<file path="src/motorDrivePkg.sv">
package motorDrivePkg;

    //////////////////////////////////////////////////
    // step sequence constants
    //////////////////////////////////////////////////

    localparam int unsigned stepsPerCycle = 12; // steps in one electrical cycle.
    localparam int unsigned phaseOffset = 4; // a third of a cycle between phases.

    // 4-bit step index: 0 idle, 1..12 sequence steps, 15 invalid.
    typedef logic [3:0] stepIdx_t;

    localparam stepIdx_t stepIdle = 4'd0;
    localparam stepIdx_t stepFirst = 4'd1;
    localparam stepIdx_t stepInvalid = 4'hF;

    //////////////////////////////////////////////////
    // per-phase bundles
    //////////////////////////////////////////////////

    typedef struct packed {
        stepIdx_t stepA;
        stepIdx_t stepB;
        stepIdx_t stepC;
    } phaseSteps_t;

    typedef struct packed {
        logic high; // high-side switch enable.
        logic low; // low-side switch enable.
    } phaseGate_t;

    typedef struct packed {
        phaseGate_t phaseA;
        phaseGate_t phaseB;
        phaseGate_t phaseC;
    } driveOut_t;

    // sequencer run state.
    typedef enum logic {
        SEQ_IDLE = 1'b0,
        SEQ_RUN  = 1'b1
    } seqState_t;

endpackage

</file>
<file path="src/motorDrive.sv">
module motorDrive import motorDrivePkg::*; #(
    parameter int unsigned counterWidth = 25,
    parameter int unsigned minPeriod = 2,
    parameter int unsigned maxPeriod = 20000000,
    parameter int unsigned initPeriod = 1000000,
    parameter int unsigned periodDelta = 1000,
    parameter int unsigned revWidth = 32
) (
    input  logic                clk,
    input  logic                arstN,
    input  logic                start,
    input  logic                freqInc,
    input  logic                freqDec,
    output driveOut_t           gates,
    output logic                stepStrobe,
    output logic [revWidth-1:0] revCount
);

    logic [counterWidth-1:0] reloadPeriod;
    phaseSteps_t             steps;
    logic                    running;

    periodControl #(
        .counterWidth (counterWidth),
        .minPeriod    (minPeriod),
        .maxPeriod    (maxPeriod),
        .initPeriod   (initPeriod),
        .periodDelta  (periodDelta)
    ) uPeriodControl (
        .clk          (clk),
        .arstN        (arstN),
        .freqInc      (freqInc),
        .freqDec      (freqDec),
        .reloadPeriod (reloadPeriod)
    );

    stepSequencer #(
        .counterWidth (counterWidth),
        .revWidth     (revWidth)
    ) uStepSequencer (
        .clk          (clk),
        .arstN        (arstN),
        .start        (start),
        .reloadPeriod (reloadPeriod),
        .steps        (steps),
        .running      (running),
        .stepStrobe   (stepStrobe),
        .revCount     (revCount)
    );

    phaseDriver uPhaseDriver (
        .clk     (clk),
        .arstN   (arstN),
        .steps   (steps),
        .running (running),
        .gates   (gates)
    );

endmodule

</file>
<file path="src/periodControl.sv">
module periodControl #(
    parameter int unsigned counterWidth = 25,
    parameter int unsigned minPeriod = 2,
    parameter int unsigned maxPeriod = 20000000,
    parameter int unsigned initPeriod = 1000000,
    parameter int unsigned periodDelta = 1000
) (
    input  logic                    clk,
    input  logic                    arstN,
    input  logic                    freqInc,
    input  logic                    freqDec,
    output logic [counterWidth-1:0] reloadPeriod
);

    //////////////////////////////////////////////////
    // limits in counter width
    //////////////////////////////////////////////////

    localparam logic [counterWidth-1:0] minValue = counterWidth'(minPeriod);
    localparam logic [counterWidth-1:0] maxValue = counterWidth'(maxPeriod);
    localparam logic [counterWidth-1:0] initValue = counterWidth'(initPeriod);
    localparam logic [counterWidth-1:0] deltaValue = counterWidth'(periodDelta);

    // thresholds where a full step would cross a limit.
    localparam logic [counterWidth-1:0] decFloor = counterWidth'(minPeriod + periodDelta);
    localparam logic [counterWidth-1:0] incCeiling =
        (maxPeriod > periodDelta) ? counterWidth'(maxPeriod - periodDelta) : '0;

    logic                    doInc;
    logic                    doDec;
    logic [counterWidth-1:0] nextPeriod;

    assign doInc = freqInc && !freqDec; // both together cancel out.
    assign doDec = freqDec && !freqInc;

    //////////////////////////////////////////////////
    // saturating update
    //////////////////////////////////////////////////

    always_comb begin
        nextPeriod = reloadPeriod;
        if (doInc) begin
            // a higher frequency means a shorter step period.
            if (reloadPeriod >= decFloor) begin
                nextPeriod = reloadPeriod - deltaValue;
            end else begin
                nextPeriod = minValue;
            end
        end else if (doDec) begin
            if (reloadPeriod <= incCeiling) begin
                nextPeriod = reloadPeriod + deltaValue;
            end else begin
                nextPeriod = maxValue;
            end
        end
    end

    always_ff @(posedge clk or negedge arstN) begin
        if (!arstN) begin
            reloadPeriod <= initValue;
        end else begin
            reloadPeriod <= nextPeriod;
        end
    end

endmodule

</file>
<file path="src/phaseDriver.sv">
module phaseDriver import motorDrivePkg::*; (
    input  logic        clk,
    input  logic        arstN,
    input  phaseSteps_t steps,
    input  logic        running,
    output driveOut_t   gates
);

    //////////////////////////////////////////////////
    // step index to gate pattern
    //////////////////////////////////////////////////

    // first third of the cycle drives high, the opposite third drives low.
    function automatic phaseGate_t gateFor(stepIdx_t idx);
        phaseGate_t gate;
        gate = '0;
        case (idx)
            4'd1, 4'd2, 4'd3, 4'd4: begin
                gate.high = 1'b1;
            end
            4'd7, 4'd8, 4'd9, 4'd10: begin
                gate.low = 1'b1;
            end
            default: begin
                gate = '0; // float, idle and invalid all leave both off.
            end
        endcase
        return gate;
    endfunction

    driveOut_t nextGates;

    always_comb begin
        nextGates = '0;
        if (running) begin
            nextGates.phaseA = gateFor(steps.stepA);
            nextGates.phaseB = gateFor(steps.stepB);
            nextGates.phaseC = gateFor(steps.stepC);
        end
    end

    //////////////////////////////////////////////////
    // output register
    //////////////////////////////////////////////////

    always_ff @(posedge clk or negedge arstN) begin
        if (!arstN) begin
            gates <= '0;
        end else begin
            gates <= nextGates; // one cycle behind the step index.
        end
    end

endmodule

</file>
<file path="src/stepSequencer.sv">
module stepSequencer import motorDrivePkg::*; #(
    parameter int unsigned counterWidth = 25,
    parameter int unsigned revWidth = 32
) (
    input  logic                    clk,
    input  logic                    arstN,
    input  logic                    start,
    input  logic [counterWidth-1:0] reloadPeriod,
    output phaseSteps_t             steps,
    output logic                    running,
    output logic                    stepStrobe,
    output logic [revWidth-1:0]     revCount
);

    // revolution is counted on the step out of the middle of the cycle.
    localparam stepIdx_t revStep = stepIdx_t'(stepsPerCycle / 2);
    localparam stepIdx_t lastStep = stepIdx_t'(stepsPerCycle);

    seqState_t               state;
    logic                    startQ;
    logic                    startUp;
    logic [counterWidth-1:0] count;
    logic                    lastCount;
    stepIdx_t                stepA;

    // shifts a phase-A index by a number of steps, staying in 1..12.
    function automatic stepIdx_t offsetStep(stepIdx_t idx, int unsigned shift);
        int unsigned pos;
        if (idx == stepIdle) begin
            return stepIdle;
        end
        if (idx > stepsPerCycle) begin
            return stepInvalid;
        end
        pos = (idx - 1 + shift) % stepsPerCycle;
        return stepIdx_t'(pos + 1);
    endfunction

    //////////////////////////////////////////////////
    // start edge and step timing
    //////////////////////////////////////////////////

    assign startUp = start && !startQ;
    assign running = (state == SEQ_RUN) && start; // drops in the cycle start falls.
    assign lastCount = (count == counterWidth'(1));
    assign stepStrobe = running && lastCount;

    always_ff @(posedge clk or negedge arstN) begin
        if (!arstN) begin
            startQ <= 1'b0;
        end else begin
            startQ <= start;
        end
    end

    always_ff @(posedge clk or negedge arstN) begin
        if (!arstN) begin
            count <= '0;
        end else if (startUp || stepStrobe) begin
            count <= reloadPeriod; // each step keeps the period seen at its load.
        end else if (running) begin
            count <= count - 1'b1;
        end
    end

    //////////////////////////////////////////////////
    // phase-A index and run state
    //////////////////////////////////////////////////

    always_ff @(posedge clk or negedge arstN) begin
        if (!arstN) begin
            state <= SEQ_IDLE;
            stepA <= stepIdle;
        end else if (!start) begin
            state <= SEQ_IDLE;
            stepA <= stepIdle;
        end else if (startUp) begin
            state <= SEQ_RUN;
            stepA <= stepFirst;
        end else if (stepStrobe) begin
            if (stepA == lastStep) begin
                stepA <= stepFirst;
            end else begin
                stepA <= stepA + 1'b1;
            end
        end
    end

    always_comb begin
        steps.stepA = stepA;
        steps.stepB = offsetStep(stepA, 2 * phaseOffset);
        steps.stepC = offsetStep(stepA, phaseOffset);
    end

    //////////////////////////////////////////////////
    // revolution counter
    //////////////////////////////////////////////////

    always_ff @(posedge clk or negedge arstN) begin
        if (!arstN) begin
            revCount <= '0;
        end else if (!start) begin
            revCount <= '0;
        end else if (stepStrobe && (stepA == revStep)) begin
            revCount <= revCount + 1'b1;
        end
    end

endmodule

</file>
<file path="config.mk">
export PLATFORM = sky130hd
export DESIGN_NAME = motorDrive
export DESIGN_NICKNAME = d
export VERILOG_FILES = /design/src/motorDrivePkg.sv /design/src/motorDrive.sv /design/src/periodControl.sv /design/src/phaseDriver.sv /design/src/stepSequencer.sv
export SDC_FILE = /design/constraint.sdc
export NUM_CORES = 1
export LEC_CHECK = 0
export BUFFER_PORTS_ARGS = -buffer_cell sky130_fd_sc_hd__buf_2
export CAP_MARGIN = 20
export CORE_ASPECT_RATIO = 2
export CORE_MARGIN = 1.5
export CORE_UTILIZATION = 49
export CTS_CLUSTER_DIAMETER = 40
export CTS_CLUSTER_SIZE = 40
export DETAILED_ROUTE_END_ITERATION = 12
export GPL_ROUTABILITY_DRIVEN = 0
export GPL_TIMING_DRIVEN = 0
export PLACE_DENSITY_LB_ADDON = 0.1
export SLEW_MARGIN = 20
export SYNTH_ARGS = -nofsm -noshare
export SYNTH_HDL_FRONTEND = slang
export SYNTH_SLANG_ARGS = --single-unit
</file>
<file path="constraint.sdc">
create_clock -name clk -period 9.93 [get_ports clk]
set_input_delay 1.986 -clock clk [delete_from_list [all_inputs] [get_ports clk]]
set_output_delay 1.986 -clock clk [all_outputs]
set_load 0.01 [all_outputs]
</file>
==> metrics <==
Worst Skew=0.00965 ns; CTS tree=built; # H-tree levels=3; Via density=6.67; synth unique cells=105; largest cells by area after synthesis=dfrtp_1, nand2_1, o21ai_0; post-DP HPWL=28500 um; Worst path slowest cell=dfrtp_1; Post-synth ARST share=1.00; RSZ-0062 raised after global routing=no; I/O pin cnt=44; Reg clk slew, reported paths=0.08 ns; DRT Pass-1 Iters=7; die area=22100 um^2; Hold Violations, Final=0; # rows=75; critical path type=flip-flop to flip-flop; Wirelength per Cell=21.7 um; setup_tns=0 ns; wire length of the first global-routing pass=61000 um; Synth Instances=1420; Fin Hold WS=0.498 ns; xor/xnor share of the synthesized area=0.0523; Final Cell Area=11500 um^2; post-place setup slack=-0.990 ns; grt ovf=0; Main synth FF type=dfrtp_1; worst-path fanout max=19; Synth top cells by count=nand2_1, nor2_1, o21ai_0, a21oi_1, dfrtp_1; Final Util=0.554; pin count of the biggest net entering global routing=73; Clock Tree Root=clkbuf_16; # Max-Cap Violations=0; fin cells=1760; mux cell area share after synthesis=0.0205; top-count cell post-synth=nand2_1; Slew headroom=0.323; I/O Buffers=43; Vias=11732; Hold Path Class=flip-flop to flip-flop; Leak Pwr=4.47 nW; Synth Area in Simple Gates=0.278; Setup Viol. Count Final=0; Area Growth Syn to Fin=11.1%; Initial Util=0.498; Max IR drop VDD=0.179 mV; initial antenna violation count=1; Tmin final=9.47 ns; Worst-Skew Late Latency=0.37 ns; Reg area=2310 um^2; period utilization=0.954; Post-synth EDFFs=0; TritonCTS Buffers=9; largest family of logic cells by synthesized area=compound AO/OA/AOI/OAI gates; DRT iter0 DRCs=810; f_max=106 MHz; YS warnings=0; die height=209 um; placed instance count=1738; post-synthesis sequential area ratio=0.223; Critical Path RT=10.22 ns; Crit path largest cell delay=0.43 ns; Sink Count=92; Mean Syn Cell Area=7.31 um^2; Slew @ Worst Pin=1.01 ns; antenna-violating nets left=0; Yosys top cell area share=0.205; drt drc=0; Fill cells=2121; Total Nets Final=1527; Detailed Route WL=38100 um; crit path capture type=flip-flop; deepest clock path buffer count=2; critical path arrival=9.76 ns; ratio of cells with drive above 1 in the final layout=0.100; startpoint types=flip-flop; Final Max Slew Viols=0; die span in x=106 um; vias in the first global route=11622; synthesized flop and latch total=92; Compound-Gate Fraction of Synth Area=0.325; DP Area=11000 um^2; final worst setup slack=0.462 ns; area of the multi-input gates=7670 um^2; post-synth top area cell=dfrtp_1; GR Util All Layers=0.349; Tot Pwr=1.99 mW; mapped cell area=10400 um^2; PwrDens=173 nW/um^2; run status=completed; Synth Area in Adders=0.0453; Core Footprint=20800 um^2
-- final cells by class --
class | instances | share of cell area
antenna | 1 | 0.000217
buffer | 97 | 0.0349
clock buffer | 9 | 0.0195
clock inverter | 7 | 0.00803
inverter | 50 | 0.0163
multi-input combinational | 1186 | 0.666
sequential | 92 | 0.200
tap | 269 | 0.0292
timing repair buffer | 49 | 0.0259
-- cells in the final DEF (no fill, tap or decap), types with 34 or more instances in the layout --
cell type,count
nand2_1,148
nor2_1,136
o21ai_0,104
a21oi_1,100
dfrtp_1,85
clkbuf_1,81
nor3_1,52
xnor2_1,52
buf_2,49
inv_1,45
nand3_1,42
and2_1,38
o211ai_1,34
-- state kept, by name, indices dropped and copies added (netlist names) --
signal	cells
uStepSequencer.state	1
uPeriodControl.reloadPeriod	23
uStepSequencer.stepA	4
uStepSequencer.startQ	1
uPhaseDriver.gates	6
uStepSequencer.revCount	32
uStepSequencer.count	25
-- cell families (layout without fill, tap and decap cells) --
logic type / count (synthesis) / count (layout)
AND/OR/NAND/NOR: 579 / 579
AO/OA/AOI/OAI: 480 / 480
buffers and inverters: 147 / 212
flip-flops: 92 / 92
XOR/XNOR: 62 / 62
adder cells (fa/ha/maj): 37 / 37
multiplexers: 21 / 21
other: 2 / 8
-- final timing paths --
| path | start | end | slack [ns] | cells after the start |
|---|---|---|---|---|
| max | uStepSequencer.stepA[0] | uPhaseDriver.gates[3] | 0.46 | 36 |
| min | uStepSequencer.count[4] | uStepSequencer.count[4] | 0.50 | 2 |
| max reg2reg | uStepSequencer.stepA[0] | uPhaseDriver.gates[3] | 0.46 | 36 |
| min reg2reg | uStepSequencer.count[4] | uStepSequencer.count[4] | 0.50 | 2 |
| max in group asynchronous | arstN | uPeriodControl.reloadPeriod[6] | 7.78 | 2 |
| min in group asynchronous | arstN | uStepSequencer.revCount[11] | 1.45 | 1 |
-- where the power goes --
part	switching, mW	internal (mW)
Sequential	0.0729	0.451
Combinational	0.712	0.380
Clock	0.173	0.202
-- what timing repair did --
action                                  4_1_cts  5_1_grt
setup buffers                                 1        4
hold buffers                                  0        0
gates resized for setup                      10       25
pin swaps                                     1        4
endpoints found under the setup margin        2        2
hold endpoints to repair                      0        0
-- worst max-delay path: cells and delay by family (launching register included) --
family / cells / cell delay (ns)
mux: 1 / 0.13
compound gates: 17 / 4.65
flops: 1 / 0.43
simple gates: 7 / 1.80
buf+inv: 6 / 1.13
xor+xnor: 1 / 0.27
fa+ha+maj: 4 / 0.97
-- routing by layer --
metal / GRT usage / share of wire
met5: 0 / 0
met4: 0.268 / 0.084
met3: 0.0767 / 0.059
met2: 0.659 / 0.54
met1: 0.311 / 0.32
No activity file was read; power rests on OpenSTA's default activity.
